===== config.mk =====
export PLATFORM = sky130hd
export DESIGN_NAME = vmul_result_merge
export DESIGN_NICKNAME = d
export VERILOG_FILES = /design/src/rtl/vmul_pkg.sv /design/src/rtl/vmul_result_merge.sv
export VERILOG_INCLUDE_DIRS = /design/src /design/src/rtl
export SDC_FILE = /design/constraint.sdc
export NUM_CORES = 2
export LEC_CHECK = 0
export ABC_AREA = 1
export BUFFER_PORTS_ARGS = -buffer_cell sky130_fd_sc_hd__buf_2
export CAP_MARGIN = 20
export CORE_AREA = 2 2 469 471
export DETAILED_ROUTE_END_ITERATION = 6
export DIE_AREA = 0 0 471 473
export GPL_ROUTABILITY_DRIVEN = 0
export PLACE_DENSITY = 0.56
export RECOVER_POWER = 100
export SETUP_SLACK_MARGIN = 0.1
export SLEW_MARGIN = 30
export SYNTH_ARGS = -nofsm -noshare
export SYNTH_HDL_FRONTEND = slang
export SYNTH_SLANG_ARGS = --single-unit

===== constraint.sdc =====
create_clock -name vclk -period 25.9
set_input_delay 6.475 -clock vclk [all_inputs]
set_output_delay 6.475 -clock vclk [all_outputs]
set_load 0.005 [all_outputs]

===== src/rtl/vmul_params.svh =====
// sizing macros for the vector multiply unit
// VMUL_VLEN must be a multiple of 32, one 4x4 multiplier tile per 32-bit lane
// VMUL_XLEN must be at least 32 so a scalar can feed an EEW32 element
`ifndef VMUL_PARAMS_SVH
`define VMUL_PARAMS_SVH

// vector register width in bits
`define VMUL_VLEN 128

// scalar operand width
`define VMUL_XLEN 32

// bytes per vector register
`define VMUL_VLENB (`VMUL_VLEN / 8)

// reorder buffer index width
`define VMUL_ROB_W 4

// 8x8 products in the array, 16 per 32-bit lane
`define VMUL_PROD_N (`VMUL_VLENB * 4)

`endif

===== src/rtl/vmul_pkg.sv =====
// types shared by the vector multiply unit
// funct3/funct6 values follow the RVV encoding, eew codes are local
`include "vmul_params.svh"

package vmul_pkg;

  typedef enum logic [2:0] {
    OPIVV = 3'b000,
    OPMVV = 3'b010,
    OPIVX = 3'b100,
    OPMVX = 3'b110
  } funct3_e;

  typedef enum logic [5:0] {
    VMULHU  = 6'b100100,
    VMUL    = 6'b100101,
    VMULHSU = 6'b100110,
    VMULH   = 6'b100111
  } funct6_e;

  // vsmul shares its code with vmulh, funct3 tells them apart
  localparam funct6_e VSMUL = VMULH;

  typedef enum logic [2:0] {
    EEW8  = 3'b000,
    EEW16 = 3'b001,
    EEW32 = 3'b010
  } eew_e;

  typedef enum logic [1:0] {
    RNU = 2'd0, // round to nearest up
    RNE = 2'd1, // round to nearest even
    RDN = 2'd2, // truncate
    ROD = 2'd3  // round to odd
  } vxrm_e;

  typedef struct packed {
    logic [`VMUL_ROB_W-1:0] rob_entry;
    funct6_e                funct6;
    funct3_e                funct3;
    vxrm_e                  vxrm;
    eew_e                   vs2_eew;
    logic [`VMUL_VLEN-1:0]  vs1_data;
    logic [`VMUL_VLEN-1:0]  vs2_data;
    logic [`VMUL_XLEN-1:0]  rs1_data;
  } mul_uop_t;

  typedef struct packed {
    logic                   src2_signed;
    logic                   src1_signed;
    logic                   keep_low; // vmul low half, else high half
    logic                   is_vsmul;
    vxrm_e                  vxrm;
    eew_e                   eew;
    logic [`VMUL_ROB_W-1:0] rob_entry;
  } mul_ctrl_t;

  typedef struct packed {
    logic [`VMUL_ROB_W-1:0] rob_entry;
    logic [`VMUL_VLEN-1:0]  w_data;
    logic [`VMUL_VLENB-1:0] vsaturate; // set on the top byte of a saturated element
  } mul_result_t;

endpackage


===== src/rtl/vmul_result_merge.sv =====
// combines registered 8x8 products into per-element results
// vsmul keeps (a*b) >> (SEW-1) with vxrm rounding; only min*min saturates
// saturate mask bits sit on each element's most significant byte
`timescale 1ns/1ps
`include "vmul_params.svh"

module vmul_result_merge
  import vmul_pkg::*;
(
  input  logic                       valid_q,
  input  logic [`VMUL_PROD_N*16-1:0] prod,
  input  mul_ctrl_t                  ctrl_q,
  output logic                       out_valid,
  output mul_result_t                out_result
);

  localparam int PN = `VMUL_PROD_N;

  logic [`VMUL_VLEN-1:0]  res8;
  logic [`VMUL_VLEN-1:0]  res16;
  logic [`VMUL_VLEN-1:0]  res32;
  logic [`VMUL_VLENB-1:0] sat8;
  logic [`VMUL_VLENB-1:0] sat16;
  logic [`VMUL_VLENB-1:0] sat32;

  // full 2*SEW product of element e, nb bytes wide; only low 2*SEW bits are meaningful
  function automatic logic [63:0] elem_full(
    input logic [PN*16-1:0] p,
    input int               e,
    input int               nb,
    input logic             s2,
    input logic             s1
  );
    int          z;
    int          b0;
    logic [15:0] pp;
    logic        ext;
    logic [63:0] acc;
    z   = (e * nb) / 4;    // lane
    b0  = (e * nb) % 4;    // first byte inside the lane
    acc = '0;
    for (int by = 0; by < nb; by++) begin
      for (int bx = 0; bx < nb; bx++) begin
        pp  = p[(z*16 + (b0 + by)*4 + b0 + bx)*16 +: 16];
        // a partial is signed if it used the top byte of a signed operand
        ext = pp[15] & (((bx == nb - 1) && s2) || ((by == nb - 1) && s1));
        acc = acc + ({{48{ext}}, pp} << (8 * (bx + by)));
      end
    end
    return acc;
  endfunction

  // {saturate, result}; result is right aligned in 32 bits
  function automatic logic [32:0] elem_out(
    input logic [63:0] full,
    input int          nb,
    input mul_ctrl_t   c
  );
    int          sew;
    logic [63:0] mask;
    logic        lsb;
    logic        dbit;
    logic        rest;
    logic        incr;
    logic        sat;
    logic [31:0] res;
    sew  = 8 * nb;
    mask = (64'd1 << sew) - 64'd1;
    lsb  = full[sew-1];                                 // kept lsb after >> (SEW-1)
    dbit = full[sew-2];                                 // first dropped bit
    rest = |(full & ((64'd1 << (sew - 2)) - 64'd1));    // remaining dropped bits
    case (c.vxrm)
      RNU:     incr = dbit;
      RNE:     incr = dbit & (rest | lsb);
      RDN:     incr = 1'b0;
      default: incr = ~lsb & (dbit | rest); // rod
    endcase
    sat = c.is_vsmul && (full[2*sew-1 -: 2] == 2'b01); // only min x min lands here
    if (sat) begin
      res = 32'(mask >> 1); // largest positive
    end else if (c.is_vsmul) begin
      res = 32'(((full >> (sew - 1)) + 64'(incr)) & mask);
    end else if (c.keep_low) begin
      res = 32'(full & mask);
    end else begin
      res = 32'((full >> sew) & mask);
    end
    return {sat, res};
  endfunction

  //////////////////////////////
  // per-width results
  //////////////////////////////
  always_comb begin
    logic [32:0] o;
    for (int e = 0; e < `VMUL_VLENB; e++) begin
      o = elem_out(elem_full(prod, e, 1, ctrl_q.src2_signed, ctrl_q.src1_signed), 1, ctrl_q);
      res8[8*e +: 8] = o[7:0];
      sat8[e]        = o[32];
    end
  end

  always_comb begin
    logic [32:0] o;
    sat16 = '0;
    for (int e = 0; e < `VMUL_VLENB/2; e++) begin
      o = elem_out(elem_full(prod, e, 2, ctrl_q.src2_signed, ctrl_q.src1_signed), 2, ctrl_q);
      res16[16*e +: 16] = o[15:0];
      sat16[2*e + 1]    = o[32]; // top byte of the element
    end
  end

  always_comb begin
    logic [32:0] o;
    sat32 = '0;
    for (int e = 0; e < `VMUL_VLENB/4; e++) begin
      o = elem_out(elem_full(prod, e, 4, ctrl_q.src2_signed, ctrl_q.src1_signed), 4, ctrl_q);
      res32[32*e +: 32] = o[31:0];
      sat32[4*e + 3]    = o[32];
    end
  end

  //////////////////////////////
  // output pack
  //////////////////////////////
  assign out_valid = valid_q;

  always_comb begin
    out_result.rob_entry = ctrl_q.rob_entry;
    case (ctrl_q.eew)
      EEW32: begin
        out_result.w_data    = res32;
        out_result.vsaturate = sat32;
      end
      EEW16: begin
        out_result.w_data    = res16;
        out_result.vsaturate = sat16;
      end
      default: begin // eew8, same fallback as decode
        out_result.w_data    = res8;
        out_result.vsaturate = sat8;
      end
    endcase
  end

endmodule


==> flow_summary_export.csv <==
group,metric,value,unit
setup_path,crit_arrival,17.61,ns
global_route,track_usage,0.2938,
outcome,failed_checks,"DRC, capacitance limit, slew limit",
timing,fin_ws,1.818,ns
setup_path,max_stage_delay,0.66,ns
final_layout,num-clock-buffers,0,
place,place_ws,2.657,ns
setup_path,end_kind,"output port",
detailed_routing,routed_wl,341600,um
yosys,synth_cells,11916,
die,fp.coreArea,218200,um^2
yosys,synth_top_area_share,0.2391,
place,port_buffers,1177,
yosys,yosys_warnings,0,
die,die_x,471,um
die,fp.dieArea,222800,um^2
global_route,grt_pass1_wl,504100,um
setup_path,cp.required,19.42,ns
timing,drv_slew,444,
yosys,synth.most_common_cell,"nand2_1",
die,dieHeight,473,um
final_layout,final_cells,15813,
final_layout,drive_gt1_frac,0.1065,
timing,slew_headroom,-2.033,
timing,rsz0062_at_grt,"no",
worst_hold_path,min_to,"out_result[144]",
yosys,synth_seq_area_share,0,
setup_path,crit_path_max_fanout,12,
timing,clock.fmax,0.04152,GHz
detailed_routing,vias,84978,
final_layout,regArea,0,um^2
clock_tree,ctsHoldBuffers,0,
detailed_routing,drt_iter0_drc,8031,
worst_hold_path,hold_start,"ctrl_q[0]",
yosys,synth_area,76270,um^2
setup_path,start_kind,"input port",
detailed_routing,via_per_inst,5.374,
timing,whs,12.95,ns
global_route,grt_max_degree,157,
detailed_routing,drc,2,
final_layout,area_delta_synth_final,11.53,%
yosys,synthTopCellsByCount,"nand2_1 (3,158), inv_1 (1,965), nor2_1 (927), fa_1 (911), ha_1 (846)",
detailed_routing,drt_pass1_iterations,7,
timing,worst_pin_slew,4.525,ns
detailed_routing,post_drt_wl_per_cell,21.60,um
timing,hold_viol_final,0,
place,dp_hpwl,299900,um
yosys,synth_cell_types,78,
die,rows,172,
outcome,status,"finished, violations left",
yosys,syn_nets,14711,
timing,setup_viol,0,
die,io_pins,1187,
timing,fin_setup_tns,0,ns
timing,min_period,24.08,ns
die,initial_core_util,0.3495,
global_route,antenna_found_initial,57,
setup_path,critical_path_class,"in2out",
worst_hold_path,hp-class,"in2out",
detailed_routing,ant_nets,0,
yosys,synth_top_area_cell,"fa_1",
global_route,grt.overflow.total,0,
clock_tree,cts_setup_buffers,0,
global_route,grt_pass1_vias,80768,
setup_path,cpMostUsedCell,"nand2_1",
clock_tree,post_cts_resized,0,
run,cap_viol_max_count,7,
setup_path,cpMaxStageDelayCell,"nand2_1",
final_layout,seq_cells,0,
yosys,syn_avg_cell_area,6.400,um^2
worst_hold_path,holdPathStages,0,
timing,min_period_over_period,0.9298,
place,dp_cells,15778,
final_layout,layout.nets,15704,
yosys,synthTopCellsByArea,"fa_1 (24%), nand2_1 (16%), ha_1 (14%), inv_1 (9.7%), nand3_1 (5.1%)",
[cells by family after synthesis]
family	after synthesis	share of synthesized area
and+or+nand+nor	5534	0.3096
AOI/OAI and AO/OA	1850	0.1374
xor gates and xnor gates	542	0.06401
adders and majority gates	1757	0.3779
buffers and inverters	2233	0.1110
[layout make-up]
type	count	area, um^2
Timing Repair Buffer	1214	6102
Inverter	2010	7556
Fill cell	24339	133200
Multi-Input combinational cell	9683	67730
Tap cell	2871	3592
Antenna cell	35	87.58
[how the worst max path moves through the flow]
stage,start,to,cells past startpoint
2_1_floorplan,prod[520],out_result[88],47
3_3_place_gp,prod[528],out_result[95],48
3_5_place_dp,prod[528],out_result[95],48
4_1_cts,prod[528],out_result[95],48
5_1_grt,prod[528],out_result[108],48
6_report,prod[528],out_result[103],48
[placed cells by master, fill, tap and decap left out, types with 21 or more instances in the layout]
cell	instances
o21bai_1	59
o211ai_1	141
o21a_1	25
nand3_2	21
nor2_1	930
o21ai_1	30
fa_1	911
xor2_1	327
nand2_1	3160
nand3_1	789
o31ai_1	27
a31oi_1	70
a21oi_1	773
ha_1	846
nand4_1	229
clkbuf_1	86
nor2_2	65
buf_4	28
o21ai_0	571
a21o_1	28
inv_1	1961
nor4_1	43
nand2_2	37
inv_2	40
diode_2	35
xnor2_1	201
nand3b_1	36
nor3_1	139
buf_2	1088
[metal layers]
metal / routed length [um] / global-route usage / vias up
met5: 208 / 0 / -
met4: 18540 / 0.1350 / 36
met3: 26410 / 0.03488 / 660
met2: 153200 / 0.4743 / 3805
met1: 143200 / 0.3914 / 40005
li1: - / - / 40472
[per-stage QoR]
step           cell area (um^2)  utilization
2_1_floorplan             76270            -
3_3_place_gp              85210       0.3905
3_5_place_dp              85210       0.3905
4_1_cts                   85210       0.3905
5_1_grt                   85020       0.3896
6_report                  85070       0.3898
[worst max-delay path: cells and delay by family]
| family | cells | cell delay, ns |
|---|---|---|
| simple gates | 21 | 3.56 |
| buf+inv | 7 | 1.12 |
| compound gates | 9 | 1.93 |
| fa+ha+maj | 9 | 3.93 |
| xor+xnor | 2 | 0.57 |
