`src/rtl/vmul_params.svh`:
```
// sizing macros for the vector multiply unit
// VMUL_VLEN must be a multiple of 32, one 4x4 multiplier tile per 32-bit lane
// VMUL_XLEN must be at least 32 so a scalar can feed an EEW32 element
`ifndef VMUL_PARAMS_SVH
`define VMUL_PARAMS_SVH

// vector register width in bits
`define VMUL_VLEN 128

// scalar operand width
`define VMUL_XLEN 32

// bytes per vector register
`define VMUL_VLENB (`VMUL_VLEN / 8)

// reorder buffer index width
`define VMUL_ROB_W 4

// 8x8 products in the array, 16 per 32-bit lane
`define VMUL_PROD_N (`VMUL_VLENB * 4)

`endif
```
`src/rtl/vmul_pkg.sv`:
```
// types shared by the vector multiply unit
// funct3/funct6 values follow the RVV encoding, eew codes are local
`include "vmul_params.svh"

package vmul_pkg;

  typedef enum logic [2:0] {
    OPIVV = 3'b000,
    OPMVV = 3'b010,
    OPIVX = 3'b100,
    OPMVX = 3'b110
  } funct3_e;

  typedef enum logic [5:0] {
    VMULHU  = 6'b100100,
    VMUL    = 6'b100101,
    VMULHSU = 6'b100110,
    VMULH   = 6'b100111
  } funct6_e;

  // vsmul shares its code with vmulh, funct3 tells them apart
  localparam funct6_e VSMUL = VMULH;

  typedef enum logic [2:0] {
    EEW8  = 3'b000,
    EEW16 = 3'b001,
    EEW32 = 3'b010
  } eew_e;

  typedef enum logic [1:0] {
    RNU = 2'd0, // round to nearest up
    RNE = 2'd1, // round to nearest even
    RDN = 2'd2, // truncate
    ROD = 2'd3  // round to odd
  } vxrm_e;

  typedef struct packed {
    logic [`VMUL_ROB_W-1:0] rob_entry;
    funct6_e                funct6;
    funct3_e                funct3;
    vxrm_e                  vxrm;
    eew_e                   vs2_eew;
    logic [`VMUL_VLEN-1:0]  vs1_data;
    logic [`VMUL_VLEN-1:0]  vs2_data;
    logic [`VMUL_XLEN-1:0]  rs1_data;
  } mul_uop_t;

  typedef struct packed {
    logic                   src2_signed;
    logic                   src1_signed;
    logic                   keep_low; // vmul low half, else high half
    logic                   is_vsmul;
    vxrm_e                  vxrm;
    eew_e                   eew;
    logic [`VMUL_ROB_W-1:0] rob_entry;
  } mul_ctrl_t;

  typedef struct packed {
    logic [`VMUL_ROB_W-1:0] rob_entry;
    logic [`VMUL_VLEN-1:0]  w_data;
    logic [`VMUL_VLENB-1:0] vsaturate; // set on the top byte of a saturated element
  } mul_result_t;

endpackage

```
`src/rtl/vmul_operand_decode.sv`:
```
// operand decode in front of the multiplier array, purely combinational
// in_valid low or an unknown funct3 drives zero operands and clears all signs
// vector-scalar forms take the low SEW bits of rs1 for every element
`timescale 1ns/1ps
`include "vmul_params.svh"

module vmul_operand_decode
  import vmul_pkg::*;
(
  input  logic                   in_valid,
  input  mul_uop_t               in_uop,
  output logic [`VMUL_VLEN-1:0]  src2,
  output logic [`VMUL_VLEN-1:0]  src1,
  output logic [`VMUL_VLENB-1:0] src2_sign,
  output logic [`VMUL_VLENB-1:0] src1_sign,
  output mul_ctrl_t              ctrl
);

  logic                   op_ok;
  logic                   is_vv;
  logic                   s2_signed;
  logic                   s1_signed;
  logic                   keep_low;
  logic                   is_vsmul;
  logic [`VMUL_VLEN-1:0]  scalar_bcast;
  logic [`VMUL_VLENB-1:0] s2_mask;
  logic [`VMUL_VLENB-1:0] s1_mask;

  //////////////////////////////
  // op class
  //////////////////////////////
  always_comb begin
    op_ok     = in_valid;
    is_vv     = 1'b1;
    s2_signed = 1'b1;
    s1_signed = 1'b1;
    keep_low  = 1'b0;
    is_vsmul  = 1'b0;
    case (in_uop.funct3)
      OPMVV, OPMVX: begin
        is_vv = (in_uop.funct3 == OPMVV);
        case (in_uop.funct6)
          VMULH:   keep_low = 1'b0; // signed x signed, high half
          VMULHU: begin
            s2_signed = 1'b0;
            s1_signed = 1'b0;
          end
          VMULHSU: s1_signed = 1'b0; // vs2 signed, vs1 unsigned
          default: keep_low = 1'b1; // vmul and unknown codes
        endcase
      end
      OPIVV, OPIVX: begin
        is_vv    = (in_uop.funct3 == OPIVV);
        is_vsmul = 1'b1; // any funct6 here runs as vsmul
      end
      default: op_ok = 1'b0;
    endcase
  end

  //////////////////////////////
  // per-width sign and scalar
  //////////////////////////////
  always_comb begin
    case (in_uop.vs2_eew)
      EEW16: begin
        scalar_bcast = {(`VMUL_VLEN/16){in_uop.rs1_data[15:0]}};
        s2_mask      = {(`VMUL_VLENB/2){s2_signed, 1'b0}}; // sign on high byte only
        s1_mask      = {(`VMUL_VLENB/2){s1_signed, 1'b0}};
      end
      EEW32: begin
        scalar_bcast = {(`VMUL_VLEN/32){in_uop.rs1_data[31:0]}};
        s2_mask      = {(`VMUL_VLENB/4){s2_signed, 3'b000}};
        s1_mask      = {(`VMUL_VLENB/4){s1_signed, 3'b000}};
      end
      default: begin // eew8 and unknown widths
        scalar_bcast = {(`VMUL_VLEN/8){in_uop.rs1_data[7:0]}};
        s2_mask      = {`VMUL_VLENB{s2_signed}};
        s1_mask      = {`VMUL_VLENB{s1_signed}};
      end
    endcase
  end

  assign src2      = op_ok ? in_uop.vs2_data : '0;
  assign src1      = !op_ok ? '0 : (is_vv ? in_uop.vs1_data : scalar_bcast);
  assign src2_sign = op_ok ? s2_mask : '0;
  assign src1_sign = op_ok ? s1_mask : '0;

  always_comb begin
    ctrl.src2_signed = s2_signed & op_ok; // matches the byte masks
    ctrl.src1_signed = s1_signed & op_ok;
    ctrl.keep_low    = keep_low;
    ctrl.is_vsmul    = is_vsmul & op_ok;
    ctrl.vxrm        = in_uop.vxrm;
    ctrl.eew         = in_uop.vs2_eew;
    ctrl.rob_entry   = in_uop.rob_entry;
  end

endmodule

```
`config.mk`:
```
export PLATFORM = sky130hd
export DESIGN_NAME = vmul_operand_decode
export DESIGN_NICKNAME = d
export VERILOG_FILES = /design/src/rtl/vmul_pkg.sv /design/src/rtl/vmul_operand_decode.sv
export VERILOG_INCLUDE_DIRS = /design/src /design/src/rtl
export SDC_FILE = /design/constraint.sdc
export NUM_CORES = 1
export LEC_CHECK = 0
export ABC_AREA = 1
export BUFFER_PORTS_ARGS = -buffer_cell sky130_fd_sc_hd__buf_2
export CELL_PAD_IN_SITES_DETAIL_PLACEMENT = 0
export CELL_PAD_IN_SITES_GLOBAL_PLACEMENT = 1
export CORE_AREA = 2 2 233 235
export DETAILED_ROUTE_END_ITERATION = 8
export DIE_AREA = 0 0 235 237
export GPL_ROUTABILITY_DRIVEN = 0
export PLACE_DENSITY = 0.42
export SYNTH_ARGS = -nofsm -noshare
export SYNTH_HDL_FRONTEND = slang
export SYNTH_SLANG_ARGS = --single-unit
```
`constraint.sdc`:
```
create_clock -name vclk -period 2.5
set_input_delay 0.5 -clock vclk [all_inputs]
set_output_delay 0.5 -clock vclk [all_outputs]
set_load 0.02 [all_outputs]
```
==> results.txt, run 1 <==
- In the routed design, unresolved DRC markers number 0.
* Period minus WS final: 2400 ps
* Number of cells traversed by the worst hold path: 0
- DIE AREA: 55700 um^2
- Routed WL per cell: 14.0 um
- Measured against the total synthesized area, the mux share comes to 0.
- Beginning of the worst hold path: in_uop[304]
- Pin count of the biggest net entering global routing: 71
* Filler Cell Count: 6418
* Violation count after the first detailed-route iteration: 297
* Required @ worst endpoint: 2000 ps
- Based on the critical path, the design can be clocked at up to 0.417 GHz.
- Across the VDD grid, the largest voltage drop is 0.0000588 V.
- The floorplan step set the die width to 235 um.
- Hold-critical path endpoint: ctrl[2]
- The most numerous cell type found on the critical path is buf_2.
- Critical path buffer and inverter count: 4
- The complex-gate fraction of the synthesized area is 0.144.
- Via Count: 6475
* Cells after Synth: 762
* Number of sequential cells in the layout: 0
* Stage delay of the slowest cell on the critical path: 620 ps
* Area Overhead vs Synth: 108%
- Of the total synthesized cell area, the portion taken by XOR and XNOR cells is 0.
- Number of nets in the layout: 1612
- The count of endpoints failing hold in the final timing report is 0.
* Post-DR vias/cell: 3.24
- After clock tree synthesis, the flow added hold-fix buffers numbering 0.
* Chip Height: 237 um
- The synthesized netlist occupies a cell area of 3430 um^2.
- For this design the top-level I/O count stands at 608.
* Overflow after GRT: 0
* Cell leakage power: 0.00483 uW
- Main combinational cell family by area after synthesis: simple AND/OR/NAND/NOR gates
* Number of clock buffer instances in the layout: 0
- Number of distinct library cell variants in the gate-level netlist after synthesis: 25
* Row cnt: 85
* CP Class: in -> out
* Max-slew violation total from the final report: 0
- Post-DP HPWL: 25300 um
* Wire length of the first global-routing pass: 38900 um
- Warnings, synthesis: 0
- After floorplanning, the core was sized to cover 53300 um^2.
* Initial antenna violation count: 2
- Post-CTS Setup Inserts: 0
- Summing all flip-flop and latch instances after layout gives 0 um^2.
- Proportion of synthesized chip area in sequential cells: 0
* Class of the tightest hold or removal check: in -> out
* First-pass detailed-route iteration total: 5
- The tool flagged a number of max-cap violations equal to 0.
- In this run the worst path has a maximum fanout of 9.
* Final worst path period share: 0.960
- In this run the power density over the cells is 186 nW/um^2.
* Routed Antenna Nets: 0
* Critical-path cell with the highest stage delay: nor3_1
- Run status: finished clean
- In the global route stage, overall resource usage came out at 0.0907.
- RSZ-0062 raised after global routing: false
- The initial utilization of the core area, before any placement, comes to 0.0643.
- Slew HR: 0.521
- Setup violations remaining at the end of the flow were counted as 0.
- Worst-margin pin slew: 714 ps
* Nature of the critical path startpoint: input pin
- Avg Inst Size Synth: 4.50 um^2
* Top delay family on crit path: simple AND/OR/NAND/NOR gates
- WP data arrival: 1900 ps
* Arithmetic-cell share of the synthesized area counting full adders, half adders and majority gates: 0
- Input/output buffers: 596
- Endpoint type of the worst setup path: output pin
- In the final layout, the share of cells above drive strength 1 is 0.515.
- The number of global-route vias before repair was 6200.
- Of the total synthesized cell area, the portion taken by AND, OR, NAND and NOR gates is 0.523.
- The design draws 1320 uW.
- Sum of routed wire length over all layers: 28100 um
* Ordered list of cells on the worst path: buf_2, inv_8, nand3_4, inv_2, nor3_1, buf_2
- Setup total negative slack: 0 ps
- The number of nets handed over by synthesis was 1069.
==> layout by cell type (no fill, tap or decap), types with 2 or more instances in the layout <==
cell     netlist  layout
a21oi_1       62      62
a21oi_2        2       2
buf_12         0       8
buf_2         17     596
buf_4         40      23
inv_1        153     153
inv_2          3       3
nand2_1       90      89
nand2_2       18      18
nand2_4        1       2
nand3_1       16      16
nand3_2       10      10
nand3_4        2       2
nand4_1       16      16
nor2_1       263     261
nor2_2         1       2
o21ai_0       33      33
==> Yosys cell counts (all sizes together) <==
cell	instances	area, um^2
inv	158	606
nand2	109	462
clkbuf	22	82.6
a21oi	64	328
nand4	16	100
nor2	264	993
and2	1	6.26
nand3	28	215
buf	64	453
nor3b	1	7.51
o21ai	33	165
nor3	2	10.0
==> where the power goes <==
part / internal (uW) / total (uW) / switching (uW) / leakage, uW
registers: 0 / 0 / 0 / 0
logic: 480 / 1320 / 843 / 0.00483
clock network: 0.0000537 / 0.0000537 / 0 / 0.00000000634
==> kinds of logic (layout without fill, tap and decap cells) <==
| family | Yosys count | count (layout) |
|---|---|---|
| buffers and inverters | 244 | 785 |
| and+or+nand+nor | 421 | 421 |
| other | 0 | 1 |
| AOI/OAI and AO/OA | 97 | 97 |
==> timing repair <==
action | in CTS | in global routing
endpoints found under the hold margin | 0 | 0
gates resized for setup | 0 | 3
endpoints found under the setup margin | 0 | 17
==> per-layer routing <==
| layer | up-vias | global-route usage | wire [um] |
|---|---|---|---|
| li1 | 3294 | - | - |
| met1 | 2841 | 0.111 | 11500 |
| met2 | 326 | 0.172 | 14600 |
| met3 | 14 | 0.0127 | 1730 |
| met4 | 0 | 0.00997 | 302 |
| met5 | - | 0 | 0 |
==> area by class of cell <==
cell class	instances	area, um^2	share of cell area
diodes	1	2.50	0.000352
inverters	158	606	0.0851
multi-input cells	518	2320	0.326
well taps	696	871	0.122
repair buffers	627	3320	0.466
==> metrics by stage <==
stage	worst slack, ps	cells	hold slack [ps]	util	area (um^2)
3_5_place_dp	8.38	1999	1000	0.133	7100
5_1_grt	2.54	2000	1000	0.134	7120
6_report	99.7	2000	1000	0.134	7120
2_1_floorplan	188	762	1080	-	3440
3_3_place_gp	18.0	1999	1000	0.133	7100
4_1_cts	6.09	1999	1000	0.133	7100
==> worst max-delay path by stage <==
stage | depth (start not counted) | start | endpoint
after floorplan | 7 | in_uop[289] | src1_sign[10]
after global placement | 8 | in_uop[293] | src2_sign[4]
after detailed placement | 6 | in_uop[293] | ctrl[12]
after CTS | 6 | in_uop[293] | ctrl[12]
after global routing | 10 | in_uop[290] | src1[40]
final | 6 | in_uop[288] | src2_sign[9]
(Power assumes the default switching activity.)
==> inputs of run 2 (changes only) <==
--- a/config.mk
+++ b/config.mk
@@ -13,8 +13,7 @@
 export CORE_AREA = 2 2 233 235
 export DETAILED_ROUTE_END_ITERATION = 8
 export DIE_AREA = 0 0 235 237
-export GPL_ROUTABILITY_DRIVEN = 0
-export PLACE_DENSITY = 0.42
+export PLACE_DENSITY = 0.51
 export SYNTH_ARGS = -nofsm -noshare
 export SYNTH_HDL_FRONTEND = slang
 export SYNTH_SLANG_ARGS = --single-unit
==> run 2 against run 1 <==
- design area decreased by 1.2%
- via count decreased by 0.99%
- largest cell class unchanged
- total power decreased by 1.7%
- critical path depth increased by 3
- core utilization decreased by 0.17 points
- global-route usage decreased by 0.41 points
- sequential share of layout area unchanged
==> results.txt, run 2 (same netlist as run 1, synthesis figures left out) <==
- Filler Cell Count: 6342
- For this configuration, the core starts out at a cell density of 0.0643.
- Stage delay of the slowest cell on the critical path: 210 ps
- Pin count of the biggest net entering global routing: 97
* Drt drc: 0
* Area Overhead vs Synth: 105%
- Nature of the critical path startpoint: input pin
- Gpl congestion: 0.835
- Run status: finished clean
- Critical-path cell with the highest stage delay: buf_2
- The tool flagged a number of max-cap violations equal to 0.
* Number of clock buffer instances in the layout: 0
* Hold-critical path endpoint: ctrl[2]
- The die is 237 um tall.
* WP data arrival: 1850 ps
- Row cnt: 85
- Wire length of the first global-routing pass: 37400 um
* Commonest cells after routing, fill and taps aside: 596 x buf_2, 261 x nor2_1, 153 x inv_1, 89 x nand2_1, 62 x a21oi_1
- Multi-input gate area in the final layout: 2310 um^2
- Endpoint type of the worst setup path: output pin
- The total area inside the core boundary comes to 53300 um^2.
- Overflow after GRT: 0
- Input/output buffers: 596
* Most common cell after layout, fill and taps aside: buf_2
- After detailed routing, the number of vias per cell comes to 3.22.
- The worst path in the final design needs a cycle of 2350 ps, including I/O delays and setup.
* Sum of routed wire length over all layers: 26700 um
- For this design the ratio of total power to cell area is 185 nW/um^2.
- Setup total negative slack: 0 ps
- Fraction of layout instances using a drive strength above 1: 0.511
- DIE AREA: 55700 um^2
- Number of sequential cells in the layout: 0
- Combined flip-flop and latch cell area: 0 um^2
- Number of placed cells counting well taps: 1989
- Final Instance Area: 7030 um^2
* Via count of the first global-routing pass: 6112
- Routed WL per cell: 13.4 um
* Max-slew violation total from the final report: 0
- Ordered list of cells on the worst path: buf_2, inv_8, nand3_4, nand2_4, buf_4, nand3_2, nand2_2, a21oi_1, buf_2
* Violation count after the first detailed-route iteration: 254
- The number of antenna violations at the first check in global routing is 8.
* Chip width: 235 um
* Beginning of the worst hold path: in_uop[304]
* Max Fclk: 0.426 GHz
- Required @ worst endpoint: 2000 ps
* Total of endpoints with negative setup slack in the final report: 0
- In this run the worst hold path is classified as in -> out.
- Headroom to the max-slew limit came out at 0.688.
- Once detailed placement completed, the half-perimeter wirelength came to 23700 um.
- Number of nets in the layout: 1602
- IR drop worst, VDD: 0.0000641 V
- Cell leakage power: 0.00478 uW
- First-pass detailed-route iteration total: 5
- Routed Antenna Nets: 0
* Boundary pin count: 608
- The count of endpoints failing hold in the final timing report came to 0.
- The critical path in this run is classified as in -> out.
- All-Layer GR Usage: 0.0867
- Worst path most repeated cell: buf_2
- Once layout is complete, the cells apart from fillers number 1992.
- Summing over every cut layer, the via total after detailed routing is 6411.
- Maximum fanout count along the critical path: 15
- At the pin with the least slew margin, the transition time is 467 ps.
* Post-CTS Setup Inserts: 0
- In this run the cell area measured after placement is 7010 um^2.
* Final worst path period share: 0.938
- Number of cells traversed by the worst hold path: 0
- RSZ-0062 raised after global routing: false
[run 2: changes by cell type in the layout (fill, tap and decap cells not counted), sizes merged]
cell | before | now
buf | 627 | 617
diode | 1 | 3
[run 2: report_power, final]
group | switching [uW] | total (uW) | internal [uW]
Combinational | 834 | 1300 | 466
Sequential | 0 | 0 | 0
Clock | 0 | 0.000161 | 0.000161
[run 2: final cells by class]
class | count | area share
Timing Repair Buffer | 617 | 0.459
Inverter | 158 | 0.0862
Antenna cell | 3 | 0.00107
Multi-Input combinational cell | 518 | 0.329
Tap cell | 696 | 0.124
[run 2: repair_timing]
action / 4_1_cts / 5_1_grt
endpoints found under the setup margin: 4 / 1
gates resized for setup: 1 / 1
hold buffers: 0 / 0
cloned: 0 / 0
[run 2: per-stage QoR]
step	hold WS, ps	util	worst slack [ps]	power [uW]
floorplan	1080	-	188	738
global placement	1000	0.132	-76.8	1320
detailed placement	1000	0.132	-18.9	1320
CTS	1000	0.132	73.2	1320
global route	1000	0.132	20.5	1420
finish	1000	0.132	154	1300
[run 2: worst max path at each step]
stage | from | endpoint | slack (ps) | cells after the start
floorplan | in_uop[289] | src1_sign[10] | 190 | 7
global placement | in_uop[293] | src1_sign[1] | -80 | 8
detailed placement | in_uop[293] | src1_sign[5] | -20 | 8
CTS | in_uop[293] | src1_sign[8] | 70 | 8
global route | in_uop[288] | src1[12] | 20 | 10
finish | in_uop[288] | src1[93] | 150 | 9
[run 2: metal layers]
metal,share of wire,vias to the layer above,track usage,wire (um)
met4,0.011,6,0.00863,298
met1,0.42,2769,0.108,11100
li1,-,3274,-,-
met3,0.067,18,0.0128,1780
met5,0.0013,-,0,36
met2,0.50,344,0.161,13500
[run 2: worst max-delay path, delay by kind of cell]
kind            cells  cell delay (ps)
buf+inv             4              670
simple gates        4              460
compound gates      1              200
